--- src/include/bus_bridge_defines.svh ---
// Bridge size macros: bus widths, FIFO depths and pin frame length
`ifndef BUS_BRIDGE_DEFINES_SVH
`define BUS_BRIDGE_DEFINES_SVH

// Core-side word bus
`define BB_ADDR_W 32 // Address width
`define BB_DATA_W 32 // Data width

// Request FIFO depth, also the producer's starting credit count
`define BB_REQ_DEPTH 4

// Response FIFO depth, also the serializer's starting response credits
`define BB_RSP_DEPTH 2

// Pin frame
// Cycles 1-4 address/data bytes, 5 direction byte, 6-9 read bytes
`define BB_FRAME_LEN 9

// Pin bus byte width
`define BB_PIN_W 8

`endif

--- src/source/bus_bridge_pkg.sv ---
// Bridge types: core request, read response and output pin bundle
`include "bus_bridge_defines.svh"

package bus_bridge_pkg;

  // One word request from the core
  typedef struct packed {
    logic [`BB_ADDR_W-1:0] addr;  // Word address
    logic [`BB_DATA_W-1:0] wdata; // Write data, ignored on reads
    logic                  write; // 1 = write, 0 = read
  } bb_req_t;

  // Read response returned to the core
  typedef struct packed {
    logic [`BB_DATA_W-1:0] rdata; // Assembled read word
  } bb_rsp_t;

  // Everything the bridge drives toward the device pins
  typedef struct packed {
    logic [`BB_PIN_W-1:0] addr_byte; // Address byte, direction byte in cycle 5
    logic [`BB_PIN_W-1:0] data_byte; // Write data byte
    logic                 oe;        // Data pins driven by the bridge
    logic                 sync;      // Frame start strobe, cycle 1 only
  } bb_pins_out_t;

endpackage

--- src/source/req_issue.sv ---
// Request producer: core valid/ready handshake and request-link credit counter
`timescale 1ns/100ps
`include "bus_bridge_defines.svh"

module req_issue
  import bus_bridge_pkg::*;
(
  input  logic    clk,
  input  logic    rst,
  // Core request port
  input  logic    req_valid,
  input  bb_req_t req,
  output logic    req_ready,
  // Credit link toward the request FIFO
  input  logic    credit_return,
  output logic    push,
  output bb_req_t push_data
);

  localparam int DEPTH = `BB_REQ_DEPTH;
  localparam int CW    = $clog2(DEPTH + 1);

  logic [CW-1:0] credits; // Free slots in the request FIFO
  logic          accept;

  // Ready only while a slot is known to be free downstream
  assign req_ready = (credits != '0);
  assign accept    = req_valid & req_ready;

  // An accepted request is written into the FIFO on the same edge,
  // so the handshake itself is the push
  assign push      = accept;
  assign push_data = req;

  // Spend one on each push, get one back on each returned pulse
  always_ff @(posedge clk) begin
    if (rst) begin
      credits <= CW'(DEPTH);
    end else begin
      credits <= credits - CW'(accept) + CW'(credit_return);
    end
  end

  // FIFO must never hand back more credits than it has slots
  a_credit_bound: assert property (
    @(posedge clk) disable iff (rst)
    credits <= CW'(DEPTH)
  ) else $error("req_issue: credit count above request FIFO depth");

  // A returned credit implies an earlier push that consumed it
  a_return_has_push: assert property (
    @(posedge clk) disable iff (rst)
    credit_return |-> (credits < CW'(DEPTH)) || push
  ) else $error("req_issue: credit returned with no request outstanding");

endmodule

--- src/source/credit_fifo.sv ---
// Circular FIFO buffer with a type-parameterized payload and one credit pulse per pop
`timescale 1ns/100ps

module credit_fifo
  import bus_bridge_pkg::*;
#(
  parameter type payload_t = bb_rsp_t,
  parameter int  DEPTH     = 2
) (
  input  logic     clk,
  input  logic     rst,
  input  logic     push,
  input  payload_t push_data,
  input  logic     pop,
  output payload_t head,
  output logic     not_empty,
  output logic     credit_return
);

  localparam int AW = (DEPTH > 1) ? $clog2(DEPTH) : 1;
  localparam int CW = $clog2(DEPTH + 1);

  payload_t      mem [DEPTH]; // Entry storage
  logic [AW-1:0] wptr;
  logic [AW-1:0] rptr;
  logic [CW-1:0] count;       // Entries held
  logic          full;
  logic          wr_en;
  logic          rd_en;

  assign full      = (count == CW'(DEPTH));
  assign not_empty = (count != '0);
  assign head      = mem[rptr];       // Show-ahead head entry
  assign wr_en     = push & ~full;
  assign rd_en     = pop & not_empty;

  // Storage holds payload only
  always_ff @(posedge clk) begin
    if (wr_en) begin
      mem[wptr] <= push_data;
    end
  end

  always_ff @(posedge clk) begin
    if (rst) begin
      wptr          <= '0;
      rptr          <= '0;
      count         <= '0;
      credit_return <= 1'b0;
    end else begin
      if (wr_en) begin
        wptr <= (wptr == AW'(DEPTH - 1)) ? '0 : wptr + 1'b1; // Wrap at depth
      end
      if (rd_en) begin
        rptr <= (rptr == AW'(DEPTH - 1)) ? '0 : rptr + 1'b1;
      end
      count         <= count + CW'(wr_en) - CW'(rd_en);
      credit_return <= rd_en; // Slot freed, tell the sender next cycle
    end
  end

  // Sender's credit count must keep it from overrunning the buffer
  a_no_push_full: assert property (
    @(posedge clk) disable iff (rst)
    push |-> !full
  ) else $error("credit_fifo: push while full");

  // Consumer only pops what it was shown
  a_no_pop_empty: assert property (
    @(posedge clk) disable iff (rst)
    pop |-> not_empty
  ) else $error("credit_fifo: pop while empty");

endmodule

--- src/source/pin_serializer.sv ---
// Pin serializer: 9-cycle byte frame, read word assembly and response credit counter
`timescale 1ns/100ps
`include "bus_bridge_defines.svh"

module pin_serializer
  import bus_bridge_pkg::*;
(
  input  logic                 clk,
  input  logic                 rst,
  // Request FIFO head
  input  logic                 req_avail,
  input  bb_req_t              req_head,
  output logic                 req_pop,
  // Device pins
  output bb_pins_out_t         pins,
  input  logic [`BB_PIN_W-1:0] bus_din,
  // Credit link toward the response FIFO
  output logic                 rsp_push,
  output bb_rsp_t              rsp_data,
  input  logic                 rsp_credit_return
);

  localparam int FRAME_LEN = `BB_FRAME_LEN;
  localparam int CNT_W     = $clog2(FRAME_LEN + 1);
  localparam int RSP_DEPTH = `BB_RSP_DEPTH;
  localparam int CW        = $clog2(RSP_DEPTH + 1);

  logic [CNT_W-1:0] cnt;         // Frame cycle, 0 when idle
  bb_req_t          cur;         // Request being framed
  logic [23:0]      rdata_q;     // Read bytes 0-2
  logic [CW-1:0]    rsp_credits; // Free slots in the response FIFO
  logic             idle;
  logic             frame_end;
  logic             rsp_room;
  logic             can_start;

  assign idle      = (cnt == '0);
  assign frame_end = (cnt == CNT_W'(FRAME_LEN));

  // Last cycle of a read hands its word over
  assign rsp_push       = frame_end & ~cur.write;
  assign rsp_data.rdata = {bus_din, rdata_q}; // Byte 3 comes straight off the pins

  // A read needs a credit left over after any push going out this cycle
  assign rsp_room  = (rsp_credits > CW'(rsp_push));
  assign can_start = (idle | frame_end) & req_avail & (req_head.write | rsp_room);
  assign req_pop   = can_start;

  // Frame counter, restarts at 1 on the last cycle when more work is queued
  always_ff @(posedge clk) begin
    if (rst) begin
      cnt <= '0;
    end else if (can_start) begin
      cnt <= CNT_W'(1);
    end else if (frame_end) begin
      cnt <= '0;
    end else if (!idle) begin
      cnt <= cnt + 1'b1;
    end
  end

  always_ff @(posedge clk) begin
    if (can_start) begin
      cur <= req_head;
    end
    // Device returns bytes least significant first
    case (cnt)
      CNT_W'(6): rdata_q[7:0]   <= bus_din;
      CNT_W'(7): rdata_q[15:8]  <= bus_din;
      CNT_W'(8): rdata_q[23:16] <= bus_din;
      default: ;
    endcase
  end

  always_ff @(posedge clk) begin
    if (rst) begin
      rsp_credits <= CW'(RSP_DEPTH);
    end else begin
      rsp_credits <= rsp_credits - CW'(rsp_push) + CW'(rsp_credit_return);
    end
  end

  // Pin outputs decoded from the frame state
  always_comb begin
    pins      = '0;
    pins.sync = (cnt == CNT_W'(1));
    pins.oe   = ~idle & cur.write; // Drive data pins for the whole write frame
    case (cnt)
      CNT_W'(1): begin
        pins.addr_byte = cur.addr[7:0];
        pins.data_byte = cur.wdata[7:0];
      end
      CNT_W'(2): begin
        pins.addr_byte = cur.addr[15:8];
        pins.data_byte = cur.wdata[15:8];
      end
      CNT_W'(3): begin
        pins.addr_byte = cur.addr[23:16];
        pins.data_byte = cur.wdata[23:16];
      end
      CNT_W'(4): begin
        pins.addr_byte = cur.addr[31:24];
        pins.data_byte = cur.wdata[31:24];
      end
      CNT_W'(5): pins.addr_byte = {7'b0, cur.write}; // Direction byte
      default: ;
    endcase
  end

  // Response FIFO slot must be held before the word is pushed
  a_push_has_credit: assert property (
    @(posedge clk) disable iff (rst)
    rsp_push |-> (rsp_credits != '0)
  ) else $error("pin_serializer: response push without credit");

endmodule

--- src/source/bus_bridge_top.sv ---
// Bridge top level: producer, request FIFO, pin serializer and response FIFO
`timescale 1ns/100ps
`include "bus_bridge_defines.svh"

module bus_bridge_top
  import bus_bridge_pkg::*;
(
  input  logic                 clk,
  input  logic                 rst,
  // Core request port
  input  logic                 req_valid,
  input  bb_req_t              req,
  output logic                 req_ready,
  // Core response port
  output logic                 resp_valid,
  output bb_rsp_t              resp,
  input  logic                 resp_ready,
  // Device pins
  output bb_pins_out_t         pins,
  input  logic [`BB_PIN_W-1:0] bus_din
);

  logic    req_push;
  bb_req_t req_push_data;
  logic    req_credit;
  logic    req_avail;
  bb_req_t req_head;
  logic    req_pop;
  logic    rsp_push;
  bb_rsp_t rsp_data;
  logic    rsp_credit;

  req_issue u_req_issue (
    .clk           (clk),
    .rst           (rst),
    .req_valid     (req_valid),
    .req           (req),
    .req_ready     (req_ready),
    .credit_return (req_credit),
    .push          (req_push),
    .push_data     (req_push_data)
  );

  credit_fifo #(.payload_t(bb_req_t), .DEPTH(`BB_REQ_DEPTH)) u_req_fifo (
    .clk           (clk),
    .rst           (rst),
    .push          (req_push),
    .push_data     (req_push_data),
    .pop           (req_pop),
    .head          (req_head),
    .not_empty     (req_avail),
    .credit_return (req_credit)
  );

  pin_serializer u_pin_serializer (
    .clk               (clk),
    .rst               (rst),
    .req_avail         (req_avail),
    .req_head          (req_head),
    .req_pop           (req_pop),
    .pins              (pins),
    .bus_din           (bus_din),
    .rsp_push          (rsp_push),
    .rsp_data          (rsp_data),
    .rsp_credit_return (rsp_credit)
  );

  // Response FIFO drains on the core's valid/ready handshake
  credit_fifo #(.payload_t(bb_rsp_t), .DEPTH(`BB_RSP_DEPTH)) u_rsp_fifo (
    .clk           (clk),
    .rst           (rst),
    .push          (rsp_push),
    .push_data     (rsp_data),
    .pop           (resp_valid & resp_ready),
    .head          (resp),
    .not_empty     (resp_valid),
    .credit_return (rsp_credit)
  );

endmodule

--- config.mk ---
export PLATFORM = sky130hd
export DESIGN_NAME = bus_bridge_top
export DESIGN_NICKNAME = d
export VERILOG_FILES = /design/src/source/bus_bridge_pkg.sv /design/src/source/req_issue.sv /design/src/source/credit_fifo.sv /design/src/source/pin_serializer.sv /design/src/source/bus_bridge_top.sv
export VERILOG_INCLUDE_DIRS = /design/src /design/src/include
export SDC_FILE = /design/constraint.sdc
export NUM_CORES = 1
export LEC_CHECK = 0
export BUFFER_PORTS_ARGS = -buffer_cell sky130_fd_sc_hd__buf_4
export CAP_MARGIN = 30
export CORE_MARGIN = 4
export CORE_UTILIZATION = 25
export DETAILED_ROUTE_END_ITERATION = 8
export PLACE_DENSITY_LB_ADDON = 0.12
export SYNTH_ARGS = -nofsm -noshare
export SYNTH_HDL_FRONTEND = slang
export SYNTH_SLANG_ARGS = --single-unit
export TNS_END_PERCENT = 1
--- constraint.sdc ---
create_clock -name clk -period 2.97 [get_ports clk]
set_input_delay 0.594 -clock clk [delete_from_list [all_inputs] [get_ports clk]]
set_output_delay 0.594 -clock clk [all_outputs]
set_load 0.1 [all_outputs]
==> metrics.md, run 1 <==
| Metric | Value |
|---|---|
| Run status | finished clean |
| Class of the worst hold path | in -> reg |
| Post-route antenna net violation count | 0 |
| CTS tree | built |
| Vias in the first global route | ~8,000 |
| CP max FO | 7 |
| Critical Path RT | 2.38 ns |
| Sw Ratio | 31.4% |
| Reg clk slew, reported paths | approximately 0.060 ns |
| RSZ-0062 raised after global routing | yes |
| Fraction of registers with async set/reset | 0% |
| Initial Util | 25.4% |
| Post-DR wirelength/cell | 20.2 microns |
| Internal power | 0.0136 W |
| Worst Hold Launch | req[53] |
| 1st-iter DRT viols | 429 |
| Die area | 0.0685 sq mm |
| Top FF cell, synth | edfxtp_1 |
| Clk sinks | 438 |
| Synth Warn # | 0 |
| RR Startpoint | u_pin_serializer.cnt[1] |
| Area of placed instances | about 0.018 sq mm |
| Slew Limit Fails | 0 |
| CTS Buf Count | between 40 and 50 |
| Placed cell count | 1,720 |
| DRC viols | 0 |
| Peak supply drop | just over 0.5 mV |
| Via density | around 4.1 |
| Longest Clk Path Bufs | 3 |
| Count leader, synth | edfxtp_1 |
| #FFs+latches synth | approximately 440 |
| First-pass GRT wire length | 54.8 mm |
| Switching power | 0.00622 W |
| Commonest cells post-synth | 413 x edfxtp_1, 65 x mux4_2, 45 x nor2_1, 34 x mux2_2, 25 x dfxtp_1 |
| Max-Cap Viols | 0 |
| Area Overhead vs Synth | 25.2% |
| Height of the die | 262 microns |
| Reg2reg end | u_req_fifo.count[2] |
| Slowest cell delay on critical path | around 0.36 ns |
| Grt total ovfl | 0 |
| Worst Path Arrival | 2.25 ns |
| Mapped Cells | 746 |
| Port bufs | 128 |
| GPL Wtd Cong | 0.686 |
| CP cell instances | ha_2 > buf_4 > a222oi_1 > nor2_1 > a31oi_1 > nor2_1 > buf_4 |
| Hold Path End | u_req_fifo.mem[3][53] |
| Total Wirelength | 36.7 mm |
| Post-Route Utilization | 31.8% |
| Seq pwr share | 43.1% |
| Filler Cells Inserted | 6,081 |
| DR vias | ~7,400 |
| Mean Syn Cell Area | 21.6 sq um |
| Later-pin clock latency in the skew report | 0.59 ns |
| Min cycle time layout | approximately 2.8 ns |
| Yosys top cell by area | edfxtp_1 |
| Drt pass-1 iters | 5 |
| Largest net degree at the start of global routing | 65 |
| Final non-filler cell total | approximately 1,800 |
| Final setup vio count | 0 |
| Clock Power Share | 29.8% |
| Tcrit/Tclk final | 95.7% |
| Htree depth | 2 |
| Synthesized cell area | 0.0161 sq mm |
| Total power | between 0.015 and 0.02 W |
| Critical-path top delay cell | dfxtp_4 |
| CTS root buf | clkbuf_16 |
| Initial antenna violation count | 3 |
| Fmax | 352 MHz |
| Worst setup EP type | primary output |
| Pleak | 6.69 nW |
| Relative slew margins | 56.8% |
| Synth cell types | 39 |
| Seq. cell area | 0.0129 sq mm |
| Worst R2R Setup Slack | 0.51 ns |
| Width of the die | 262 microns |
| Layout cells sized above 1 | a little under two fifths |
| Worst Reg-to-Reg Cells | 11 |
| Fin nets | 1,020 |
| Endpoints failing hold | 0 |
| Worst Max-Slew Pin Slew | 0.648 ns |
| Std-Cell Rows | 92 |
| Area taken by multi-input logic gates | roughly 0.003 sq mm |
| Post-Syn Nets | 840 |
| WP buf/inv | 2 |
| Setup CP Type | reg -> out |
| Top delay family on crit path | compound AO/OA/AOI/OAI gates |
| Share of the synthesized area in the top cell type | 77.1% |
| I/O pin count | 129 |
| EDFF count, synth | 413 |
| P per Cell Area | 983 mW/mm^2 |
| Clock Skew | 0.0342 ns |
| Synth area leaders | edfxtp_1 77%, mux4_2 9.1%, dfxtp_1 3.1% |
| Hold Path Cell Cnt | 1 |
| Critical path launch point type | flip-flop |
| Sequential fraction of the synthesis area | 80.2% |
| Post-route cell area | 0.0201 sq mm |
| GRT Util Overall | 10.8% |
| Setup TNS | 0 ns |
| DP HPWL | 22.1 mm |
| Hold buffers post-CTS | 0 |
| Comb pwr share | 27.1% |
| Core box area | 0.0634 sq mm |
## sequential cells by signal (all words and copies together), names as in the netlist, named ones only
name,flops
u_req_fifo.rptr,2
u_rsp_fifo.credit_return,1
u_pin_serializer.cnt,4
u_req_issue.credits,3
u_rsp_fifo.mem,64
u_req_fifo.mem,260
u_pin_serializer.rsp_credits,2
u_rsp_fifo.rptr,1
u_pin_serializer.cur,65
u_req_fifo.credit_return,1
u_pin_serializer.rdata_q,24
u_req_fifo.wptr,2
u_req_fifo.count,3
u_rsp_fifo.count,2
u_rsp_fifo.wptr,1
## per-stage QoR
step / hold slack (ns) / worst slack, ns
2_1_floorplan: 0.421 / -0.275
3_3_place_gp: 0.422 / 0.349
3_5_place_dp: 0.429 / 0.371
4_1_cts: 0.157 / 0.00780
5_1_grt: 0.168 / -0.0384
6_report: 0.202 / 0.127
## per-layer routing
layer	wire length (microns)	track usage (%)
met1	16700	14.9
met2	16800	16.5
met3	2240	3.32
met4	867	3.22
met5	20	0
## kinds of logic (layout without fill, tap and decap cells)
kind of cell,after synthesis,in the layout,share of synthesized area (%)
AOI/OAI and AO/OA,48,48,2.22
xor gates and xnor gates,13,13,0.708
adders and majority gates,17,17,1.42
buffers and inverters,48,267,1.23
DFF,438,438,80.2
muxes,105,105,11.9
other,0,2,0
and+or+nand+nor,77,77,2.35
## cells in the final DEF (no fill, tap or decap), drive strengths merged, types with 9 or more instances in the layout
cell type / synthesis / layout
mux2: 35 / 35
mux4: 65 / 65
edfxtp: 413 / 413
nor2b: 9 / 9
xnor2: 10 / 10
clkinv: 0 / 22
dfxtp: 25 / 25
buf: 13 / 163
a222oi: 16 / 16
inv: 14 / 15
a21oi: 13 / 13
nor2: 45 / 45
clkbuf: 21 / 63
ha: 15 / 15
## power groups by stage
| stage | logic [W] | clock network [W] | registers (W) |
|---|---|---|---|
| global route | 0.00581 | 0.00643 | 0.00863 |
| detailed placement | 0.00542 | 0 | 0.00867 |
| CTS | 0.00550 | 0.00617 | 0.00856 |
| finish | 0.00536 | 0.00590 | 0.00854 |
| global placement | 0.00541 | 0 | 0.00869 |
| floorplan | 0.00369 | 0 | 0.00850 |
## worst register-to-register path, stage by stage, from the launching register on
cell and delay (ns):
dfxtp_4 0.36, inv_1 0.08, ha_2 0.20, buf_4 0.16
mux2i_1 0.08, nor2_1 0.20, o311ai_1 0.23, xnor2_1 0.18
ha_1 0.22, fa_1 0.38, xnor2_1 0.17, nor2_1 0.05
## worst max-delay path by stage
stage / from / end / slack [ns] / cells past startpoint
finish: u_pin_serializer.cnt[0] / pins[9] / 0.13 / 7
global route: u_pin_serializer.cnt[0] / pins[12] / -0.04 / 7
CTS: u_pin_serializer.cnt[0] / pins[2] / 0.008 / 7
detailed placement: u_pin_serializer.cnt[0] / pins[3] / 0.37 / 8
global placement: u_pin_serializer.cnt[0] / pins[3] / 0.35 / 8
floorplan: u_pin_serializer.cnt[0] / pins[13] / -0.27 / 7
## timing repair
item	4_1_cts	5_1_grt
gates resized for setup	17	12
setup buffers	0	1
pin swaps	3	7
setup endpoints to repair	16	12
## layout make-up
cell class | count | share of cell area [%]
tap | 846 | 5.26
timing repair buffer | 163 | 7.40
sequential | 438 | 64.1
clock inverter | 27 | 1.35
clock buffer | 63 | 6.50
inverter | 14 | 0.261
antenna | 2 | 0.0248
multi-input combinational | 260 | 15.1
Note: power is estimated with default switching activity, not from simulation.
==> inputs of run 2 (changes only) <==
CORE_UTILIZATION = 53   (was 25)
==> run 2 against run 1 <==
Global-route usage is 8.1 points higher. Combinational power is 1% higher. Final area is 2.8% lower. Critical path type unchanged. Critical endpoint is now pins[2]. Largest power group unchanged.
==> metrics.md, run 2 (synthesized netlist as in run 1, its figures left out) <==
| Metric | Value |
|---|---|
| CP max FO | 9 (was 7) |
| Relative slew margins | 34.2% (was 56.8%) |
| Width of the die | 182 microns (was 262 microns) |
| Reg clk slew, reported paths | 0.06 ns (about the same) |
| Max-Cap Viols | 0 (unchanged) |
| Pre-CTS setup slack | -0.0139 ns (was 0.371 ns) |
| Area taken by multi-input logic gates | 0.00310 sq mm (was 0.00304 sq mm) |
| Worst Slack Setup Final | 0.0254 ns (was 0.127 ns) |
| Drt pass-1 iters | 5 (unchanged) |
| Setup TNS | 0 ns (unchanged) |
| RSZ-0062 raised after global routing | yes (unchanged) |
| Pleak | 6.66 nW (was 6.69 nW) |
| DR vias | 7,624 (was 7,449) |
| Most frequent cells in the layout | 413 x edfxtp_1, 133 x buf_4, 65 x mux4_2 (was 413 x edfxtp_1, 134 x buf_4, 65 x mux4_2) |
| Initial Util | 54.0% (was 25.4%) |
| DRC viols | 0 (unchanged) |
| Critical path launch point type | flip-flop (unchanged) |
| Commonest non-fill, non-tap cell in the layout | edfxtp_1 (unchanged) |
| Grt total ovfl | 0 (unchanged) |
| Min cycle time layout | 2.94 ns (was 2.84 ns) |
| CTS Buf Count | 44 (was 49) |
| Max reg flops | 260 (unchanged) |
| Biggest registers after layout | u_req_fifo.mem (260), u_pin_serializer.cur (65), u_rsp_fifo.mem (64) (unchanged) |
| Clock Skew | 0.0104 ns (was 0.0342 ns) |
| First-pass GRT wire length | 48.1 mm (was 54.8 mm) |
| Clk sinks | 438 (unchanged) |
| Largest net degree at the start of global routing | 65 (unchanged) |
| Post-DR wirelength/cell | 23.2 microns (was 20.2 microns) |
| Worst Path Arrival | 2.35 ns (was 2.25 ns) |
| Longest Clk Path Bufs | 3 (unchanged) |
| Initial antenna violation count | 0 (was 3) |
| Area Overhead vs Synth | 21.7% (was 25.2%) |
| GPL Wtd Cong | 0.756 (was 0.686) |
| Filler Cells Inserted | 1,934 (was 6,081) |
| Std-Cell Rows | 63 (was 92) |
| 1st-iter DRT viols | 631 (was 429) |
| Class of the worst hold path | in -> reg (unchanged) |
| Final setup vio count | 0 (unchanged) |
| Endpoints failing hold | 0 (unchanged) |
| Slew Limit Fails | 0 (unchanged) |
| Core box area | 0.0298 sq mm (was 0.0634 sq mm) |
| Height of the die | 182 microns (was 262 microns) |
| Post-route antenna net violation count | 0 (unchanged) |
| Worst setup EP type | primary output (unchanged) |
| CTS tree | built (unchanged) |
| Hold buffers post-CTS | 0 (unchanged) |
| I/O pin count | 129 (unchanged) |
| Seq. cell area | 0.0129 sq mm (about the same) |
| Area of placed instances | 0.0177 sq mm (was 0.0184 sq mm) |
| Critical Path RT | 2.38 ns (about the same) |
| Fin nets | 1,014 (was 1,020) |
| Setup CP Type | reg -> out (unchanged) |
| P per Cell Area | 1010 mW/mm^2 (was 983 mW/mm^2) |
| Placed cell count | 1,253 (was 1,720) |
| Worst Max-Slew Pin Slew | 0.972 ns (was 0.648 ns) |
| Tcrit/Tclk final | 99.1% (was 95.7%) |
| Htree depth | 2 (unchanged) |
| Post-route cell area | 0.0196 sq mm (was 0.0201 sq mm) |
| Final non-filler cell total | 1,344 (was 1,813) |
| GRT Util Overall | 18.9% (was 10.8%) |
| Layout cells sized above 1 | 38.7% (was 37.1%) |
| Peak supply drop | 0.619 mV (was 0.511 mV) |
| Worst hold slack | 0.255 ns (was 0.202 ns) |
| Register with the highest flop count | u_req_fifo.mem (unchanged) |
| Vias in the first global route | 8,118 (was 8,140) |
| Fmax | 340 MHz (was 352 MHz) |
| Total Wirelength | 31.2 mm (was 36.7 mm) |
| Via density | 5.67 (was 4.11) |
| # diodes | 0 (was 2) |
| DP HPWL | 18.8 mm (was 22.1 mm) |
| Later-pin clock latency in the skew report | 0.54 ns (was 0.59 ns) |
| Port bufs | 128 (unchanged) |
| Die area | 0.0332 sq mm (was 0.0685 sq mm) |
| Run status | finished clean (unchanged) |
| CTS root buf | clkbuf_16 (unchanged) |
==> run 2: worst max-delay path, stage by stage, from the launching register on <==
cell	delay, ns
dfxtp_4	0.40
inv_4	0.05
ha_4	0.17
buf_12	0.14
buf_4	0.13
a222oi_1	0.31
nor2_1	0.14
a21oi_2	0.18
nor2_2	0.07
buf_6	0.20
==> run 2: final cells by class <==
cell class | instances | area share [%]
Sequential cell | 438 | 66.0
Timing Repair Buffer | 162 | 7.70
Tap cell | 390 | 2.49
Multi-Input combinational cell | 260 | 15.8
Clock inverter | 28 | 1.74
Clock buffer | 52 | 5.99
Inverter | 14 | 0.294
==> run 2: final timing paths <==
kind | slack [ns] | to | cells after the start | startpoint
setup / recovery | 0.03 | pins[2] | 9 | u_pin_serializer.cnt[1]
hold / removal | 0.25 | u_req_fifo.mem[2][37] | 1 | req[37]
setup reg to reg | 0.28 | u_req_fifo.count[2] | 11 | u_pin_serializer.cnt[1]
hold reg to reg | 0.45 | u_rsp_fifo.mem[0][1] | 0 | u_pin_serializer.rdata_q[1]
==> run 2: per-stage QoR <==
| stage | util, % | total power, W |
|---|---|---|
| finish | 65.7 | 0.0197 |
| global route | 65.7 | 0.0205 |
| CTS | 65.2 | 0.0197 |
| detailed placement | 59.4 | 0.0138 |
| global placement | 59.4 | 0.0136 |
| floorplan | - | 0.0122 |
==> run 2: repair_timing <==
item | 4_1_cts | 5_1_grt
gates cloned | 1 | 0
setup buffers | 8 | 2
resized for setup | 29 | 36
endpoints found under the setup margin | 16 | 14
pin swaps | 8 | 8
hold endpoints to repair | 0 | 0
==> run 2: report_power, final <==
part	total (W)	switching, W	internal (W)
clock	0.00569	0.00224	0.00345
combinational	0.00544	0.00338	0.00206
sequential	0.00856	0.000412	0.00815
total	0.0197	0.00604	0.0137
==> run 2: layer usage <==
| layer | global-route usage, % | vias up | part of all wire [%] |
|---|---|---|---|
| li1 | - | 3379 | - |
| met1 | 26.8 | 3921 | 42 |
| met2 | 30.8 | 275 | 50 |
| met3 | 3.81 | 49 | 6.9 |
| met4 | 4.86 | 0 | 1.9 |
| met5 | 0 | - | 0 |
